<file path="config.mk">
export PLATFORM = sky130hd
export DESIGN_NAME = keypad_word_entry
export DESIGN_NICKNAME = d
export VERILOG_FILES = /design/src/rtl/keypad_pkg.sv /design/src/rtl/keypad_scanner.sv /design/src/rtl/multitap_fsm.sv /design/src/rtl/word_buffer.sv /design/src/rtl/keypad_word_entry.sv
export VERILOG_INCLUDE_DIRS = /design/src /design/src/include
export SDC_FILE = /design/constraint.sdc
export NUM_CORES = 1
export LEC_CHECK = 0
export ABC_AREA = 1
export BUFFER_PORTS_ARGS = -buffer_cell sky130_fd_sc_hd__buf_2
export CAP_MARGIN = 40
export CORE_MARGIN = 4
export CORE_UTILIZATION = 40
export CTS_CLUSTER_SIZE = 8
export DETAILED_ROUTE_END_ITERATION = 8
export PLACE_DENSITY_LB_ADDON = 0.15
export SETUP_SLACK_MARGIN = 0.4
export SLEW_MARGIN = 20
export SYNTH_ARGS = -nofsm -noshare
export SYNTH_HDL_FRONTEND = slang
export SYNTH_HIERARCHICAL = 1
export SYNTH_SLANG_ARGS = --single-unit
export TNS_END_PERCENT = 10
</file>
<file path="constraint.sdc">
create_clock -name clk -period 7.2 [get_ports clk]
set_input_delay 1.8 -clock clk [delete_from_list [all_inputs] [get_ports clk]]
set_output_delay 1.8 -clock clk [all_outputs]
set_load 0.1 [all_outputs]
</file>
<file path="src/include/keypad_settings.svh">
`ifndef KEYPAD_SETTINGS_SVH
`define KEYPAD_SETTINGS_SVH

// Scanner timing
`define KP_SCAN_DWELL        4   // Cycles each column stays driven
`define KP_DEBOUNCE_SCANS    2   // Matching full scans to accept or release

// Word buffer depth in letters
`define KP_WORD_MAX          8

// Key code is {row one-hot, col one-hot}, R0 and C0 in the top bits
`define KP_KEY_SUBMIT_LETTER 8'b0001_1000 // R3 C0, star key
`define KP_KEY_CLEAR         8'b0001_0100 // R3 C1
`define KP_KEY_SUBMIT_WORD   8'b0001_0010 // R3 C2, hash key
`define KP_KEY_GAME_END      8'b0010_0001 // R2 C3

// Four-letter keys
`define KP_KEY_7             8'b0010_1000 // R2 C0, PQRS
`define KP_KEY_9             8'b0010_0010 // R2 C2, WXYZ

// Shown after reset, clear and game end
`define KP_BLANK_CHAR        8'h5F        // Underscore

`endif

</file>
<file path="src/rtl/keypad_pkg.sv">
`include "keypad_settings.svh"

package keypad_pkg;

  // Position view of a key code
  typedef struct packed {
    logic [3:0] row; // One-hot, R0 in bit 3
    logic [3:0] col; // One-hot, C0 in bit 3
  } key_pos_t;

  // Same byte read whole or by row and column
  typedef union packed {
    logic [7:0] raw; // Compared against the special key codes
    key_pos_t   pos; // Used by the letter lookup
  } key_code_u;

  // Scanner output
  typedef struct packed {
    key_code_u code;  // Level while held, zero when no key
    logic      press; // One cycle at a newly accepted key
  } key_event_t;

  // Multi-tap output
  typedef struct packed {
    logic [7:0] shown;        // Candidate or last character
    logic       letter_valid; // Pulse, letter submitted
    logic       word_submit;  // Level while the word key is held
    logic       game_end;     // Pulse on the game-end press
  } letter_event_t;

  // Collected word
  typedef struct packed {
    logic [`KP_WORD_MAX-1:0][7:0] chars; // Slot 0 is the first letter
    logic [3:0]                   len;
  } word_report_t;

endpackage

</file>
<file path="src/rtl/keypad_scanner.sv">
`timescale 1ns/1ps
`include "keypad_settings.svh"

module keypad_scanner (
  input  logic                   clk,
  input  logic                   nRst,
  input  logic [3:0]             row_sense,
  output logic [3:0]             col_drive,
  output keypad_pkg::key_event_t key
);
  import keypad_pkg::*;

  localparam int DWELL_W = (`KP_SCAN_DWELL > 1) ? $clog2(`KP_SCAN_DWELL) : 1;
  localparam int MATCH_W = $clog2(`KP_DEBOUNCE_SCANS + 1);
  localparam logic [DWELL_W-1:0] DWELL_LAST = DWELL_W'(`KP_SCAN_DWELL - 1);
  localparam logic [MATCH_W-1:0] MATCH_DONE = MATCH_W'(`KP_DEBOUNCE_SCANS);

  logic [1:0]         col_idx;    // Driven column, 0 is C0
  logic [DWELL_W-1:0] dwell_cnt;
  logic               col_last;   // Last cycle on a column, rows sampled here
  logic               scan_end;   // Last cycle of the C3 slot

  key_code_u          col_code;   // Key on the driven column
  logic               col_hit;
  logic               col_multi;  // Two or more rows at once

  key_code_u          acc_code;   // Key collected so far this scan
  logic               acc_multi;
  logic               scan_multi;
  key_code_u          scan_code;  // Result of the whole scan

  key_code_u          cand_code;  // Previous scan result
  logic [MATCH_W-1:0] match_cnt;  // Consecutive scans equal to cand_code
  logic [MATCH_W-1:0] next_match;
  logic               accept;

  assign col_drive = 4'b1000 >> col_idx;
  assign col_last  = (dwell_cnt == DWELL_LAST);
  assign scan_end  = col_last && (col_idx == 2'd3);

  assign col_hit   = |row_sense;
  assign col_multi = |(row_sense & (row_sense - 4'd1)); // Not one-hot

  always_comb begin
    col_code.pos.row = row_sense;
    col_code.pos.col = col_hit ? col_drive : 4'd0;

    // Another key in an earlier column also spoils the scan
    scan_multi = acc_multi | col_multi | (col_hit & (acc_code.raw != 8'd0));

    if (scan_multi)
      scan_code.raw = 8'd0; // Ambiguous, treat as released
    else if (col_hit)
      scan_code = col_code;
    else
      scan_code = acc_code;
  end

  // Saturating run length of identical scans
  assign next_match = (scan_code.raw != cand_code.raw) ? MATCH_W'(1) :
                      (match_cnt == MATCH_DONE)        ? match_cnt :
                                                         match_cnt + 1'b1;
  assign accept     = (next_match == MATCH_DONE);

  always_ff @(posedge clk, negedge nRst) begin
    if (~nRst) begin
      col_idx   <= 2'd0;
      dwell_cnt <= '0;
      acc_code  <= '0;
      acc_multi <= 1'b0;
      cand_code <= '0;
      match_cnt <= '0;
      key       <= '0;
    end else begin
      key.press <= 1'b0; // Strobe lasts one cycle

      if (col_last) begin
        dwell_cnt <= '0;
        col_idx   <= col_idx + 2'd1; // C3 wraps to C0
      end else begin
        dwell_cnt <= dwell_cnt + 1'b1;
      end

      if (scan_end) begin
        acc_code  <= '0;
        acc_multi <= 1'b0;
        cand_code <= scan_code;
        match_cnt <= next_match;
        // Debounced code moves, press only for a real key
        if (accept && (scan_code.raw != key.code.raw)) begin
          key.code  <= scan_code;
          key.press <= |scan_code.raw;
        end
      end else if (col_last) begin
        acc_multi <= scan_multi;
        if (col_hit)
          acc_code <= col_code;
      end
    end
  end

endmodule

</file>
<file path="src/rtl/multitap_fsm.sv">
`timescale 1ns/1ps
`include "keypad_settings.svh"

module multitap_fsm (
  input  logic                      clk,
  input  logic                      nRst,
  input  keypad_pkg::key_event_t    key,
  output keypad_pkg::letter_event_t letter
);
  import keypad_pkg::*;

  typedef enum logic [2:0] {
    INIT = 3'd0,
    S0   = 3'd1, // First letter of the key
    S1   = 3'd2,
    S2   = 3'd3,
    S3   = 3'd4, // Only reached on keys 7 and 9
    DONE = 3'd5  // Letter submitted
  } tap_state_t;

  // Keys with no function in this layout
  localparam logic [7:0] KEY_1 = 8'b1000_1000; // R0 C0
  localparam logic [7:0] KEY_A = 8'b1000_0001; // R0 C3
  localparam logic [7:0] KEY_B = 8'b0100_0001; // R1 C3
  localparam logic [7:0] KEY_D = 8'b0001_0001; // R3 C3

  tap_state_t state;
  tap_state_t next_state;
  key_code_u  prev_key;      // Last handled key, for repeat detection
  logic       unlocked;      // Set the cycle after a handled press
  logic [7:0] shown;
  logic [7:0] next_shown;
  logic       ready;         // Letter pulse, one cycle after DONE

  logic       is_invalid;
  logic       is_reset_key;  // Clear or game end
  logic       is_letter_key;
  logic       is_four;       // Key with four letters
  logic       word_submit;
  logic       game_end;

  // Base letter of the key plus the tap offset
  function automatic logic [7:0] tap_char(input key_pos_t pos, input tap_state_t st);
    logic [7:0] base;
    logic [7:0] offset;
    base   = 8'd0;
    offset = 8'd0;

    if (pos.row[3]) begin        // Top row
      if (pos.col[2])
        base = "A";              // Key 2
      else if (pos.col[1])
        base = "D";              // Key 3
    end else if (pos.row[2]) begin
      if (pos.col[3])
        base = "G";
      else if (pos.col[2])
        base = "J";
      else if (pos.col[1])
        base = "M";
    end else if (pos.row[1]) begin
      if (pos.col[3])
        base = "P";              // Key 7
      else if (pos.col[2])
        base = "T";
      else if (pos.col[1])
        base = "W";              // Key 9
    end

    if ((st == S0) || (st == S1) || (st == S2) || (st == S3))
      offset = {5'd0, st} - 8'd1;
    tap_char = base + offset;
  endfunction

  assign is_invalid    = (key.code.raw == KEY_1) || (key.code.raw == KEY_A) ||
                         (key.code.raw == KEY_B) || (key.code.raw == KEY_D);
  assign is_reset_key  = (key.code.raw == `KP_KEY_CLEAR) ||
                         (key.code.raw == `KP_KEY_GAME_END);
  assign is_letter_key = !is_invalid && !is_reset_key &&
                         (key.code.raw != `KP_KEY_SUBMIT_LETTER) &&
                         (key.code.raw != `KP_KEY_SUBMIT_WORD);
  assign is_four       = (key.code.raw == `KP_KEY_7) || (key.code.raw == `KP_KEY_9);

  always_comb begin
    next_state  = state;
    next_shown  = shown;
    word_submit = 1'b0;
    game_end    = 1'b0;

    if (state == DONE)
      next_state = INIT; // DONE lasts one cycle

    // Submit-letter is a level, only acts on a pending letter
    if ((key.code.raw == `KP_KEY_SUBMIT_LETTER) && (state != INIT) && (state != DONE))
      next_state = DONE; // Character stays as shown

    if (key.code.raw == `KP_KEY_SUBMIT_WORD) begin
      next_state  = INIT;
      next_shown  = `KP_BLANK_CHAR;
      word_submit = 1'b1; // Held with the key
    end

    if (key.press) begin
      if (is_reset_key) begin
        next_state = INIT;
        next_shown = `KP_BLANK_CHAR;
        game_end   = (key.code.raw == `KP_KEY_GAME_END);
      end else if (is_letter_key) begin
        if (prev_key.raw == key.code.raw) begin
          case (state)
            INIT:    next_state = S0;
            S0:      next_state = S1;
            S1:      next_state = S2;
            S2:      next_state = is_four ? S3 : S0;
            default: next_state = S0; // S3 wraps, DONE restarts
          endcase
        end else begin
          next_state = S0; // New key starts at its base letter
        end
        next_shown = tap_char(key.code.pos, next_state);
      end
      // Invalid keys leave everything as is
    end
  end

  always_ff @(posedge clk, negedge nRst) begin
    if (~nRst) begin
      state    <= INIT;
      shown    <= `KP_BLANK_CHAR;
      ready    <= 1'b0;
      unlocked <= 1'b0;
      prev_key <= '0;
    end else begin
      state    <= next_state;
      shown    <= next_shown;
      ready    <= (state == DONE);
      unlocked <= key.press && !is_invalid;
      // Remember the key only once its press is handled
      if (unlocked && (key.code.raw != 8'd0))
        prev_key <= key.code;
    end
  end

  assign letter = '{shown:        shown,
                    letter_valid: ready,
                    word_submit:  word_submit,
                    game_end:     game_end};

endmodule

</file>
<file path="src/rtl/word_buffer.sv">
`timescale 1ns/1ps
`include "keypad_settings.svh"

module word_buffer (
  input  logic                      clk,
  input  logic                      nRst,
  input  keypad_pkg::letter_event_t letter,
  output keypad_pkg::word_report_t  word,
  output logic                      word_valid
);
  import keypad_pkg::*;

  localparam int IDX_W = (`KP_WORD_MAX > 1) ? $clog2(`KP_WORD_MAX) : 1;
  localparam logic [3:0] WORD_MAX = 4'(`KP_WORD_MAX);

  logic [`KP_WORD_MAX-1:0][7:0] chars; // Letters in arrival order
  logic [3:0]                   count; // Letters held
  logic                         submit_q;
  logic                         submit_rise;
  logic                         flush;    // Empty the buffer this cycle
  logic                         append;

  assign submit_rise = letter.word_submit && !submit_q; // Report once per hold
  assign flush       = submit_rise || letter.game_end;
  assign append      = letter.letter_valid && (count != WORD_MAX) && !flush; // Drop when full

  always_ff @(posedge clk, negedge nRst) begin
    if (~nRst) begin
      count      <= 4'd0;
      submit_q   <= 1'b0;
      word_valid <= 1'b0;
    end else begin
      submit_q   <= letter.word_submit;
      word_valid <= submit_rise;
      if (flush)
        count <= 4'd0;
      else if (append)
        count <= count + 4'd1;
    end
  end

  // Letter storage
  always_ff @(posedge clk) begin
    if (append)
      chars[count[IDX_W-1:0]] <= letter.shown;
  end

  // Report snapshot, unused slots zeroed
  always_ff @(posedge clk) begin
    if (submit_rise) begin
      word.len <= count;
      for (int i = 0; i < `KP_WORD_MAX; i++) begin
        word.chars[i] <= (i < int'(count)) ? chars[i] : 8'd0;
      end
    end
  end

endmodule

</file>
<file path="src/rtl/keypad_word_entry.sv">
`timescale 1ns/1ps

module keypad_word_entry (
  input  logic                     clk,
  input  logic                     nRst,
  input  logic [3:0]               row_sense,
  output logic [3:0]               col_drive,
  output logic [7:0]               shown_char,
  output logic                     letter_valid,
  output logic                     game_end,
  output keypad_pkg::word_report_t word,
  output logic                     word_valid
);
  import keypad_pkg::*;

  key_event_t    key;    // Scanner to FSM
  letter_event_t letter; // FSM to buffer and outputs

  keypad_scanner i_keypad_scanner (
    .clk       (clk),
    .nRst      (nRst),
    .row_sense (row_sense),
    .col_drive (col_drive),
    .key       (key)
  );

  multitap_fsm i_multitap_fsm (
    .clk    (clk),
    .nRst   (nRst),
    .key    (key),
    .letter (letter)
  );

  word_buffer i_word_buffer (
    .clk        (clk),
    .nRst       (nRst),
    .letter     (letter),
    .word       (word),
    .word_valid (word_valid)
  );

  assign shown_char   = letter.shown;
  assign letter_valid = letter.letter_valid;
  assign game_end     = letter.game_end;

endmodule

</file>
# Yosys cells after proc, flatten, opt, wreduce, memory -nomap -nowiden
# Index checks and enable logic that the tools add are counted.
# word_totals
register_bits,191
elab_cells,172
in_bits,6
out_inout_bits,83
# op_classes
n_eq_ne,29
n_reduce_logical,35
n_mux,53
bitwise,4
shift,1
add_sub_neg,7
magnitude_cmp,10
# ops
operator,n
two-way mux 8 bit,21
bitwise mux 64 bit,1
two-way mux 7 bit,6
two-way mux 3 bit,11
"equality test 8 x 5 -> 1 bit, second input constant",4
demux 8 bit (select 3 bit),1
"equality test 8 x 6 -> 1 bit, second input constant",3
"equality test 8 bit, second input constant",2
"less-than comparator 3 x 4 -> 1 bit, first input constant",4
"!= test 8 x 5 -> 1 bit, second input constant",2
!= test 8 bit,2
nonzero test 8 bit,2
logical AND 1 bit,13
"equality test 3 x 2 -> 1 bit, second input constant",4
logical OR 1 bit,9
one-hot mux 3 bit (3 select lines),1
adder 8 bit,1
"equality test 2 bit, second input constant",4
"equality test 8 x 7 -> 1 bit, second input constant",1
equality test 8 bit,1
"less-than comparator 1 x 4 -> 1 bit, first input constant",2
"less-than comparator 2 x 4 -> 1 bit, first input constant",2
two-way mux 4 bit,2
OR reduction 4 bit,2
21 further kinds,38

# Longest topological paths before layout
# Gate-level depths: netlist of run 1.
# logic_depth
depth_word,23
ltp_mapped,20

# Modules after synthesis
# Netlist of run 1, hierarchy kept.
# modules_own_cells
module,seq_area_each_um2,cells_per_inst,instances,area_each_um2
word_buffer,4113.9,323,1,4947.2
keypad_scanner,800.8,300,1,2244.7
multitap_fsm,533.0,272,1,1724.2

# Worst setup path after synthesis of run 1
# Ideal clock, no wire load.
# synth_path
path_type,reg2reg
startpoint,register i_keypad_scanner/key[8] (netlist name)
endpoint,register i_word_buffer/chars[10] (netlist name) (enable)
arrival_ns,5.027
period_less_slack_ns,5.306
stages_incl_launch_ff,14
path_buffers,3
path_slack_ns,1.894
setup_ns,0.279
path_cell_list,dfrtp_1 -> buf_6 -> inv_2 -> nand2_2 -> nor2_2 -> nand2_1 -> inv_2 -> buf_2 -> buf_4 -> inv_1 -> nor2_1 -> nor2_1 -> nand2_2 -> nor3_1
# synth_rtl
item,line_no,rtl
equality test 8 x 5 -> 1 bit (no source line),n/a,
two-way mux 1 bit,multitap_fsm.sv:97,if (key.code.raw == `KP_KEY_SUBMIT_WORD) begin
via i_multitap_fsm.word_submit,multitap_fsm.sv:39,logic word_submit;
logical AND 1 bit,word_buffer.sv:23,assign submit_rise = letter.word_submit && !submit_q;
via i_word_buffer.submit_rise,word_buffer.sv:19,logic submit_rise;
logical OR 1 bit,word_buffer.sv:24,assign flush = submit_rise || letter.game_end;
zero test 1 bit,word_buffer.sv:25,assign append = letter.letter_valid && (count != WORD_MAX) && !flush;
logical AND 1 bit,word_buffer.sv:25,
end signal: indexed assignment,word_buffer.sv:45,chars[count[IDX_W-1:0]] <= letter.shown;
end: declaration,word_buffer.sv:16,logic [`KP_WORD_MAX-1:0][7:0] chars;
# The timed path passes the listed nets, and every way through them passes these cells.
# A chain may end at the register's enable or synchronous reset.

# Worst setup path after layout of run 1
# layout_path
startpoint,register i_keypad_scanner/key[8] (netlist name)
endpoint,output game_end
# layout_between
elab_chain_cells,4
# layout_lines
item,line_no,rtl
equality test 8 x 5 -> 1 bit (no source line) / equality test 8 x 6 -> 1 bit (equally long branches),n/a,
logical OR 1 bit,multitap_fsm.sv:77,assign is_reset_key = (key.code.raw == `KP_KEY_CLEAR) ||
two-way mux 1 bit (*),multitap_fsm.sv:104,if (is_reset_key) begin
two-way mux 1 bit (*),multitap_fsm.sv:103,if (key.press) begin
end: declaration,keypad_word_entry.sv:10,"output logic game_end,"
# Every way passes the cells marked *; elsewhere a longest branch is shown, timed or not.

==> load_flow_metrics.sql, run 1 <==
INSERT INTO impl_metrics (metric_group, metric, value, unit) VALUES
('run_status', 'status', 'complete, no violations', ''),
('final_layout', 'most-common-layout-cells', 'sky130_fd_sc_hd__nand2_1, sky130_fd_sc_hd__inv_1, sky130_fd_sc_hd__edfxtp_1', ''),
('logic_synthesis', 'mappedNetlistArea', '8916', 'um^2'),
('detailed_routing', 'met2WireLength', '8.839', 'mm'),
('clocking', 'post-cts-setup-buffer-count', '0', ''),
('detailed_routing', 'detailedRoute.firstPassIterationCount', '5', ''),
('sta', 'finClkSkew', '0.01848', 'ns'),
('setup_path', 'worstPathCellList', 'inv_2 -> nand2_2 -> nor2_1 -> nand2_2 -> nor2_1 -> buf_2', ''),
('detailed_routing', 'wl_met3', '842', 'um'),
('setup_path', 'worstPathRequired', '5.40', 'ns'),
('sta', 'timing_worst_slew_pin_value', '0.7836', 'ns'),
('clocking', 'cts_tree', 'done', ''),
('detailed_routing', 'drtAntennaViolNets', '0', ''),
('sta', 'worst_slack', '3.053', 'ns'),
('final_layout', 'final.fill_count', '2053', ''),
('global_route', 'maximum_number_of_pins_on_one_net_before_global_route_repair', '60', ''),
('final_layout', 'instances_no_fill', '1287', ''),
('clocking', 'clk-insertion-delay-late', '0.44', 'ns'),
('clocking', 'cts_hold_buffers', '0', ''),
('logic_synthesis', 'async_reset_ff_share', '30.89', '%'),
('floorplan', 'fp.dieArea', '24740', 'um^2'),
('sta', 'period_minus_slack', '4.147', 'ns'),
('global_route', 'track_usage', '15.35', '%'),
('final_layout', 'flow.area_growth_from_synthesis', '15.46', '%'),
('place', 'post-place-ws', '3.170', 'ns'),
('place', 'place_inst', '1253', ''),
('logic_synthesis', 'synth_enable_flop_cells', '132', ''),
('setup_path', 'cp-end-kind', 'output port', ''),
('detailed_routing', 'totalWireLength', '18.19', 'mm'),
('clocking', 'cts.sink_count', '191', ''),
('logic_synthesis', 'post_synth_inst_count', '895', ''),
('setup_path', 'critical_path_buf_inv_count', '2', ''),
('sta', 'final-setup-viol-count', '0', ''),
('clocking', 'ctsHtreeMaxLevel', '4', ''),
('detailed_routing', 'drt-wirelength-per-cell', '14.13', 'um'),
('clocking', 'post_cts_resized', '0', ''),
('floorplan', 'dieWidth', '157.3', 'um'),
('detailed_routing', 'detailedRoute.firstIterationViolations', '427', ''),
('clocking', 'clock_path_buffers', '2', ''),
('sta', 'slew_headroom', '47.56', '%'),
('final_layout', 'n_antenna_cell', '0', ''),
('logic_synthesis', 'synth_cell_types', '47', ''),
('place', 'number_of_i_o_port_buffers', '88', ''),
('setup_path', 'critical-path-slowest-cell', 'sky130_fd_sc_hd__dfrtp_1', ''),
('global_route', 'first_pass_grt_wire_length', '30.17', 'mm'),
('floorplan', 'placement_rows', '54', ''),
('setup_path', 'timing.setup.critical_path_class', 'reg2out', ''),
('logic_synthesis', 'synth.ff_latch_count', '191', ''),
('place', 'dp_hpwl', '12.64', 'mm'),
('detailed_routing', 'top_layer_used', 'met4', ''),
('logic_synthesis', 'yosys_most_used_dff', 'sky130_fd_sc_hd__edfxtp_1', ''),
('detailed_routing', 'wl_met1', '8.367', 'mm'),
('detailed_routing', 'via_per_inst', '4.680', ''),
('min_path', 'holdCritPathClass', 'reg2reg', ''),
('setup_path', 'worst-path-max-fanout', '11', ''),
('place', 'placed_cell_area', '9612', 'um^2'),
('clocking', 'clkSlewWorstSetupHoldPaths', '0.08', 'ns'),
('floorplan', 'floorplan.initialDensity', '40.73', '%'),
('logic_synthesis', 'seq_area_frac_synth', '61.10', '%'),
('detailed_routing', 'dr_total_vias', '6023', ''),
('setup_path', 'slowest_delay', '0.54', 'ns'),
('sta', 'grt_setup_unrepaired', 'no', ''),
('floorplan', 'ios', '89', ''),
('final_layout', 'layout-drive-gt1-share', '19.96', '%'),
('detailed_routing', 'drc_errors', '0', ''),
('logic_synthesis', 'syn_avg_cell_area', '9.962', 'um^2'),
('clocking', 'tritoncts.num_buffers', '17', ''),
('sta', 'final.period_utilization', '57.60', '%'),
('setup_path', 'setup.worst_path.start_class', 'register', ''),
('sta', 'final.setup.tns', '0', 'ns'),
('sta', 'timing.final.hold_violations', '0', '');
-- worst paths after layout --
kind	cells after the start	endpoint	startpoint	slack (ns)
max	6	game_end	i_keypad_scanner/key[8]	3.05
min	1	i_keypad_scanner/dwell_cnt[0]	i_keypad_scanner/dwell_cnt[0]	0.43
max reg2reg	16	i_multitap_fsm/shown[5]	i_keypad_scanner/key[8]	4.17
min reg2reg	1	i_keypad_scanner/dwell_cnt[0]	i_keypad_scanner/dwell_cnt[0]	0.43
max in group asynchronous	3	i_multitap_fsm/shown[4]	nRst	5.23
min in group asynchronous	2	i_keypad_scanner/col_idx[0]	nRst	1.36
-- worst reg2reg max path, delay by kind of cell, from the launching register on --
kind | cells | cell delay (ns)
and+or+nand+nor | 10 | 1.18
buffers and inverters | 2 | 0.33
AOI/OAI and AO/OA | 2 | 0.42
DFF | 1 | 0.54
adders and majority gates | 2 | 0.44
-- metal layers --
metal / GRT usage [%] / up-vias
met3: 3.299 / 9
met5: 0 / -
met4: 3.810 / 0
met2: 25.79 / 129
li1: - / 3076
met1: 20.44 / 2809
-- layout make-up --
| type | count | area, um^2 | area share, % |
|---|---|---|---|
| clock inverter | 15 | 222.7 | 2.163 |
| tap | 280 | 350.3 | 3.403 |
| sequential | 191 | 5448 | 52.92 |
| timing repair buffer | 98 | 543.0 | 5.275 |
| multi-input combinational | 536 | 2743 | 26.64 |
| clock buffer | 17 | 425.4 | 4.132 |
| inverter | 150 | 563.0 | 5.469 |
-- through the flow --
stage / power, mW / util [%] / hold WS, ns
4_1_cts: 2.243 / 46.87 / 0.4353
3_3_place_gp: 1.236 / 43.77 / 0.4169
6_report: 2.213 / 47.03 / 0.4332
3_5_place_dp: 1.237 / 43.91 / 0.4225
2_1_floorplan: 1.222 / - / 0.4031
5_1_grt: 2.297 / 47.03 / 0.4512
-- logic make-up (layout without fill, tap and decap cells) --
logic type               Yosys count  count (layout)  share of synthesized area, %
AND/OR/NAND/NOR                  457             457                         23.87
other                              1               2                       0.04206
AO/OA/AOI/OAI                     54              54                         3.705
buffers and inverters            169             280                         8.265
XOR/XNOR                           7               7                        0.6876
adder cells (fa/ha/maj)           16              16                         2.330
flip-flops                       191             191                         61.10
-- power by group --
| group | leakage [nW] | total, mW | internal (mW) | switching, mW |
|---|---|---|---|---|
| combinational | 2.33 | 0.0507 | 0.0148 | 0.0359 |
| clock | 0.313 | 1.00 | 0.518 | 0.482 |
| sequential | 1.89 | 1.16 | 1.16 | 0.000000203 |
| total | 4.53 | 2.21 | 1.70 | 0.518 |
-- flip-flops by register name, summed over array words and instances, names as in the netlist, 4 cells and up --
name and cells:
i_keypad_scanner/cand_code 8, i_multitap_fsm/prev_key 8, i_keypad_scanner/acc_code 8, i_word_buffer/chars 64, i_word_buffer/word 68, i_word_buffer/count 4
i_multitap_fsm/shown 8, i_keypad_scanner/key 9
-- cell usage after synthesis (4+ instances only) --
cell / number / area, um^2
sky130_fd_sc_hd__nand4_1: 22 / 137.6
sky130_fd_sc_hd__buf_4: 6 / 45.04
sky130_fd_sc_hd__nand2_1: 219 / 822.0
sky130_fd_sc_hd__nand2_2: 10 / 62.56
sky130_fd_sc_hd__dfstp_2: 6 / 157.7
sky130_fd_sc_hd__buf_6: 4 / 45.04
sky130_fd_sc_hd__o21ai_0: 35 / 175.2
sky130_fd_sc_hd__a21oi_1: 6 / 30.03
sky130_fd_sc_hd__nand3_1: 42 / 210.2
sky130_fd_sc_hd__inv_1: 140 / 525.5
sky130_fd_sc_hd__edfxtp_1: 132 / 3964
sky130_fd_sc_hd__nor2_2: 11 / 68.82
sky130_fd_sc_hd__nor2_4: 7 / 78.83
sky130_fd_sc_hd__clkbuf_1: 4 / 15.01
sky130_fd_sc_hd__nor3_1: 8 / 40.04
sky130_fd_sc_hd__nand3_2: 9 / 90.09
sky130_fd_sc_hd__ha_1: 15 / 187.7
sky130_fd_sc_hd__inv_2: 10 / 37.54
sky130_fd_sc_hd__nor2_1: 114 / 427.9
sky130_fd_sc_hd__xor2_1: 5 / 43.79
sky130_fd_sc_hd__dfrtp_1: 53 / 1326
Note: power is estimated with default switching activity, not from simulation.
==> run 2, diff against run 1 <==
clock period = 4.2 ns   (was 7.2 ns; I/O delays follow)
==> run 2 against run 1 <==
Net effect:
- register-to-register slack got worse by 3.0 ns
- combinational power is 72% higher
- worst hold slack lost 0.0051 ns
- core utilization is 0.39 points lower
- via count decreased by 0.40%
- first-iteration DRC count fell by 9.1%
- routed wire length grew 0.12%
- largest cell class unchanged
- critical endpoint unchanged
==> load_flow_metrics.sql, run 2 (synthesis results as in run 1) <==
INSERT INTO impl_metrics (metric_group, metric, value, unit) VALUES
('sta', 'fin_hold_ws', '0.4282', 'ns'),
('floorplan', 'die_height', '157.3', 'um'),
('final_layout', 'finalNetCount', '1015', ''),
('power', 'power_per_cell_area', '357.7', 'nW/um^2'),
('run_status', 'status', 'complete, no violations', ''),
('place', 'placed_cell_area', '9617', 'um^2'),
('floorplan', 'fp.dieArea', '24740', 'um^2'),
('final_layout', 'final.fill_count', '2102', ''),
('final_layout', 'post_route_cell_area', '10210', 'um^2'),
('place', 'number_of_i_o_port_buffers', '88', ''),
('sta', 'clock.fmax', '298.1', 'MHz'),
('detailed_routing', 'detailedRoute.firstIterationViolations', '388', ''),
('setup_path', 'critical-path-slowest-cell', 'sky130_fd_sc_hd__dfrtp_1', ''),
('sta', 'finClkSkew', '0.01905', 'ns'),
('clocking', 'clk-insertion-delay-late', '0.44', 'ns'),
('setup_path', 'worstPathCellList', 'inv_2 -> nand2_2 -> nor2_1 -> nand2_2 -> nor2_1 -> buf_2', ''),
('setup_path', 'worst-path-max-fanout', '11', ''),
('final_layout', 'top_regs', 'i_word_buffer/word (68), i_word_buffer/chars (64), i_keypad_scanner/key (9)', ''),
('sta', 'final.period_utilization', '79.88', '%'),
('final_layout', 'flow.area_growth_from_synthesis', '14.50', '%'),
('clocking', 'clock_path_buffers', '2', ''),
('global_route', 'vias_in_the_first_global_route', '5865', ''),
('final_layout', 'largest_reg_flops', '68', ''),
('clocking', 'cts_tree', 'done', ''),
('detailed_routing', 'via_per_inst', '4.665', ''),
('setup_path', 'critical_path_buf_inv_count', '2', ''),
('floorplan', 'placement_rows', '54', ''),
('final_layout', 'most-common-layout-cells', 'sky130_fd_sc_hd__nand2_1, sky130_fd_sc_hd__inv_1, sky130_fd_sc_hd__edfxtp_1', ''),
('setup_path', 'critical_path.reg2reg.endpoint', 'i_multitap_fsm/shown[5]', ''),
('setup_path', 'worstPathRequired', '3.15', 'ns'),
('min_path', 'hold_wc_startpoint', 'i_keypad_scanner/dwell_cnt[0]', ''),
('detailed_routing', 'dr_total_vias', '5999', ''),
('global_route', 'globalRouteOverflowTotal', '0', ''),
('clocking', 'ctsHtreeMaxLevel', '4', ''),
('sta', 'grt_setup_unrepaired', 'no', ''),
('setup_path', 'slowest_delay', '0.54', 'ns'),
('setup_path', 'cp-end-kind', 'output port', ''),
('setup_path', 'worst_setup_path_endpoint', 'game_end', ''),
('clocking', 'clk_root_buffer_cell', 'sky130_fd_sc_hd__clkbuf_16', ''),
('power', 'power.total', '3.652', 'mW'),
('clocking', 'clkSlewWorstSetupHoldPaths', '0.08', 'ns'),
('clocking', 'post_cts_resized', '0', ''),
('sta', 'worst_slack', '0.8452', 'ns'),
('detailed_routing', 'detailedRoute.firstPassIterationCount', '4', ''),
('place', 'post-place-ws', '0.8515', 'ns'),
('setup_path', 'worst_setup_path_start', 'i_keypad_scanner/key[8]', ''),
('place', 'gp_congestion', '0.8207', ''),
('clocking', 'post-cts-setup-buffer-count', '0', ''),
('floorplan', 'core', '21890', 'um^2'),
('setup_path', 'reg2reg_setup_slack', '1.19', 'ns'),
('final_layout', 'utilization', '46.63', '%'),
('sta', 'timing.final.hold_violations', '0', ''),
('final_layout', 'multi_input_area', '2743', 'um^2'),
('global_route', 'track_usage', '15.43', '%'),
('setup_path', 'worst_r2r_startpoint', 'i_keypad_scanner/key[8]', ''),
('floorplan', 'ios', '89', ''),
('place', 'place_inst', '1253', ''),
('sta', 'slew_headroom', '45.72', '%'),
('sta', 'final.setup.tns', '0', 'ns'),
('min_path', 'holdCritPathClass', 'reg2reg', ''),
('flow_run', 'drv.max_cap_violation_count', '0', ''),
('final_layout', 'n_antenna_cell', '0', ''),
('global_route', 'maximum_number_of_pins_on_one_net_before_global_route_repair', '60', ''),
('power', 'power_leakage', '4.489', 'nW'),
('setup_path', 'timing.setup.critical_path_class', 'reg2out', ''),
('sta', 'final-setup-viol-count', '0', ''),
('floorplan', 'floorplan.initialDensity', '40.73', '%'),
('clocking', 'cts_hold_buffers', '0', ''),
('setup_path', 'cp_num_cells', '6', ''),
('setup_path', 'critPathArrivalTime', '2.30', 'ns'),
('setup_path', 'setup.worst_path.start_class', 'register', ''),
('sta', 'period_minus_slack', '3.355', 'ns'),
('final_layout', 'largest_register', 'i_word_buffer/word', ''),
('clocking', 'cts.sink_count', '191', ''),
('final_layout', 'register_area', '5448', 'um^2'),
('place', 'dp_hpwl', '12.67', 'mm'),
('final_layout', 'layout-drive-gt1-share', '19.78', '%'),
('floorplan', 'dieWidth', '157.3', 'um'),
('setup_path', 'timing.reg2reg.worst_path_depth', '16', ''),
('detailed_routing', 'totalWireLength', '18.21', 'mm'),
('power', 'ir_drop', '250.0', 'uV'),
('global_route', 'grt_antenna_before_repair', '0', ''),
('sta', 'timing_worst_slew_pin_value', '0.8141', 'ns'),
('sta', 'report.final.slew_viol_count', '0', ''),
('setup_path', 'critPathTopFamily', 'buffers and inverters', ''),
('detailed_routing', 'drtAntennaViolNets', '0', ''),
('final_layout', 'mostFrequentLayoutCell', 'sky130_fd_sc_hd__nand2_1', ''),
('detailed_routing', 'drt-wirelength-per-cell', '14.16', 'um'),
('clocking', 'tritoncts.num_buffers', '17', ''),
('final_layout', 'instances_no_fill', '1286', ''),
('global_route', 'first_pass_grt_wire_length', '30.26', 'mm'),
('detailed_routing', 'drc_errors', '0', '');
-- run 2: worst min path at each step --
stage	endpoint	slack (ns)	cells past startpoint
finish	i_keypad_scanner/dwell_cnt[0]	0.43	1
global route	i_keypad_scanner/dwell_cnt[0]	0.44	1
CTS	i_keypad_scanner/dwell_cnt[0]	0.43	1
detailed placement	i_keypad_scanner/dwell_cnt[0]	0.42	1
global placement	i_keypad_scanner/dwell_cnt[0]	0.41	1
floorplan	i_keypad_scanner/dwell_cnt[0]	0.40	1
-- run 2: layout make-up --
class / instances / share of cell area (%)
tap: 280 / 3.432
clock inverter: 14 / 1.397
sequential: 191 / 53.36
timing repair buffer: 97 / 5.221
inverter: 150 / 5.515
multi-input combinational: 536 / 26.87
clock buffer: 18 / 4.204
-- run 2: power breakdown --
part	leakage, nW	total [mW]	internal, mW	switching [mW]
logic	2.32	0.0871	0.0254	0.0617
clock network	0.279	1.57	0.795	0.777
registers	1.89	1.99	1.99	0.000000351
-- run 2: metal layers --
metal	track usage, %	routed length, um	vias up
met3	2.667	672	25
met4	4.998	312	0
met5	0	0	-
li1	-	-	3070
met2	25.65	8703	116
met1	20.70	8521	2788
==> run 3, diff against run 2 <==
clock period = 2.8 ns   (was 4.2 ns; I/O delays follow)
==> run 3 against run 2 <==
Net effect:
- worst setup slack lost 0.67 ns
- clock power up 54%
- sequential share of layout area decreased by 3.0 points
- routed wire length rose by 6.7%
- first-iteration DRC count down 24%
- core utilization grew 2.8 points
- critical path depth rose by 2
- total power rose by 52%
- via count rose by 4.1%
- critical endpoint unchanged
- largest cell class unchanged
==> load_flow_metrics.sql, run 3 (synthesis results as in run 1) <==
INSERT INTO impl_metrics (metric_group, metric, value, unit) VALUES
('setup_path', 'timing.setup.critical_path_class', 'reg2out', ''),
('final_layout', 'mostFrequentLayoutCell', 'sky130_fd_sc_hd__nand2_1', ''),
('clocking', 'clkSlewWorstSetupHoldPaths', '0.08', 'ns'),
('flow_run', 'drv.max_cap_violation_count', '0', ''),
('detailed_routing', 'drc_errors', '0', ''),
('setup_path', 'cp-end-kind', 'output port', ''),
('final_layout', 'layout-drive-gt1-share', '27.06', '%'),
('setup_path', 'worstPathRequired', '2.10', 'ns'),
('clocking', 'clk_root_buffer_cell', 'sky130_fd_sc_hd__clkbuf_16', ''),
('setup_path', 'worst-path-max-fanout', '6', ''),
('final_layout', 'top_regs', 'i_word_buffer/word (68), i_word_buffer/chars (64), i_keypad_scanner/key (9)', ''),
('final_layout', 'flow.area_growth_from_synthesis', '21.37', '%'),
('place', 'post-place-ws', '-0.01187', 'ns'),
('global_route', 'globalRouteMet1Util', '22.13', '%'),
('clocking', 'cts_tree', 'done', ''),
('sta', 'final-setup-viol-count', '0', ''),
('clocking', 'clock_path_buffers', '2', ''),
('detailed_routing', 'dr_total_vias', '6247', ''),
('detailed_routing', 'detailedRoute.firstIterationViolations', '295', ''),
('floorplan', 'ios', '89', ''),
('detailed_routing', 'drtAntennaViolNets', '0', ''),
('sta', 'finClkSkew', '0.01754', 'ns'),
('power', 'ir_drop', '398.2', 'uV'),
('global_route', 'globalRouteOverflowTotal', '0', ''),
('place', 'place_inst', '1283', ''),
('sta', 'worst_slack', '0.1786', 'ns'),
('floorplan', 'die_height', '157.3', 'um'),
('final_layout', 'largest_reg_flops', '68', ''),
('final_layout', 'n_antenna_cell', '0', ''),
('place', 'gp_congestion', '0.8449', ''),
('clocking', 'cts_hold_buffers', '0', ''),
('floorplan', 'placement_rows', '54', ''),
('floorplan', 'floorplan.initialDensity', '40.73', '%'),
('clocking', 'cts.sink_count', '191', ''),
('final_layout', 'utilization', '49.43', '%'),
('global_route', 'met3_usage', '2.997', '%'),
('clocking', 'clk-insertion-delay-late', '0.43', 'ns'),
('detailed_routing', 'drt-wirelength-per-cell', '14.53', 'um'),
('place', 'number_of_i_o_port_buffers', '88', ''),
('setup_path', 'critPathArrivalTime', '1.92', 'ns'),
('floorplan', 'fp.dieArea', '24740', 'um^2'),
('global_route', 'grt_antenna_before_repair', '0', ''),
('global_route', 'maximum_number_of_pins_on_one_net_before_global_route_repair', '70', ''),
('detailed_routing', 'detailedRoute.firstPassIterationCount', '4', ''),
('final_layout', 'instances_no_fill', '1337', ''),
('sta', 'report.final.slew_viol_count', '0', ''),
('floorplan', 'core', '21890', 'um^2'),
('sta', 'clock.fmax', '381.5', 'MHz'),
('sta', 'final.period_utilization', '93.62', '%'),
('detailed_routing', 'totalWireLength', '19.43', 'mm'),
('sta', 'slew_headroom', '52.10', '%'),
('final_layout', 'largest_register', 'i_word_buffer/word', ''),
('run_status', 'status', 'complete, no violations', ''),
('floorplan', 'dieWidth', '157.3', 'um'),
('power', 'power_leakage', '4.788', 'nW'),
('sta', 'timing.final.hold_violations', '0', ''),
('sta', 'period_minus_slack', '2.621', 'ns'),
('sta', 'grt_setup_unrepaired', 'yes', ''),
('place', 'dp_hpwl', '13.76', 'mm'),
('global_route', 'globalRouteMet2Util', '27.27', '%'),
('final_layout', 'finalNetCount', '1066', ''),
('sta', 'timing_worst_slew_pin_value', '0.7159', 'ns'),
('global_route', 'vias_in_the_first_global_route', '5948', ''),
('clocking', 'tritoncts.num_buffers', '17', ''),
('global_route', 'grt_most_used_layer', 'met2', ''),
('setup_path', 'setup.worst_path.start_class', 'register', ''),
('final_layout', 'most-common-layout-cells', 'sky130_fd_sc_hd__nand2_1, sky130_fd_sc_hd__inv_1, sky130_fd_sc_hd__edfxtp_1', ''),
('min_path', 'holdCritPathClass', 'in2async', ''),
('global_route', 'track_usage', '16.30', '%'),
('detailed_routing', 'via_per_inst', '4.672', ''),
('clocking', 'ctsHtreeMaxLevel', '4', ''),
('power', 'power_per_cell_area', '513.9', 'nW/um^2'),
('global_route', 'first_pass_grt_wire_length', '31.58', 'mm');
-- run 3: changes by cell type in the layout (fill, tap and decap cells not counted), sizes merged --
| cell | delta |
|---|---|
| buf | +51 |
| clkinv | +2 |
| clkbuf | -1 |
| inv | -1 |
-- run 3: cell type report --
class                           instances  area (um^2)
Multi-Input combinational cell        536         2907
Tap cell                              280        350.3
Sequential cell                       191         5454
Inverter                              150        573.1
Fill cell                            2066        11070
Clock inverter                         15        181.4
Clock buffer                           17        425.4
Timing Repair Buffer                  148        930.9
-- run 3: worst max-delay path: stages, from the launching register on --
cell,delay (ns)
sky130_fd_sc_hd__dfrtp_2,0.49
sky130_fd_sc_hd__inv_2,0.09
sky130_fd_sc_hd__buf_4,0.10
sky130_fd_sc_hd__buf_4,0.09
sky130_fd_sc_hd__nand2_2,0.06
sky130_fd_sc_hd__nor2_2,0.14
sky130_fd_sc_hd__nand2_2,0.12
sky130_fd_sc_hd__nor2_4,0.20
sky130_fd_sc_hd__buf_12,0.21
-- run 3: final timing paths --
kind	slack, ns	depth (start not counted)	start	end
setup / recovery	0.18	8	i_keypad_scanner/key[3]	game_end
hold / removal	0.30	1	nRst	i_keypad_scanner/col_idx[1]
setup reg to reg	0.22	17	i_keypad_scanner/key[3]	i_multitap_fsm/shown[4]
hold reg to reg	0.44	1	i_keypad_scanner/dwell_cnt[0]	i_keypad_scanner/dwell_cnt[0]
max in group asynchronous	1.79	2	nRst	i_multitap_fsm/shown[6]
min in group clk	0.44	1	i_keypad_scanner/dwell_cnt[0]	i_keypad_scanner/dwell_cnt[0]
-- run 3: what timing repair did --
| item | in CTS | in global routing |
|---|---|---|
| gates resized for setup | 26 | 8 |
| endpoints found under the setup margin | 14 | 26 |
| setup buffers | 20 | 2 |
| pin swaps | 12 | 9 |
-- run 3: metrics by stage --
step / power, mW / TNS, ns / hold WS, ns / cell area, um^2
final: 5.561 / 0 / 0.2978 / 10820
after CTS: 5.640 / 0 / 0.3104 / 10790
after detailed placement: 3.200 / -0.01187 / 0.4290 / 9943
after global placement: 3.199 / 0 / 0.4231 / 9943
after global routing: 5.788 / 0 / 0.3291 / 10820
after floorplan: 3.143 / -0.3839 / 0.4031 / 9011
-- run 3: per-layer routing --
metal	vias up	wire length, um
met2	112	9437
li1	3182	-
met5	-	0
met3	18	722
met4	0	249
met1	2935	9019
-- run 3: report_power, final --
| part | internal [mW] | switching, mW |
|---|---|---|
| Clock | 1.22 | 1.21 |
| Sequential | 2.99 | 0.000000517 |
| Combinational | 0.0502 | 0.0980 |
| Total | 4.25 | 1.31 |
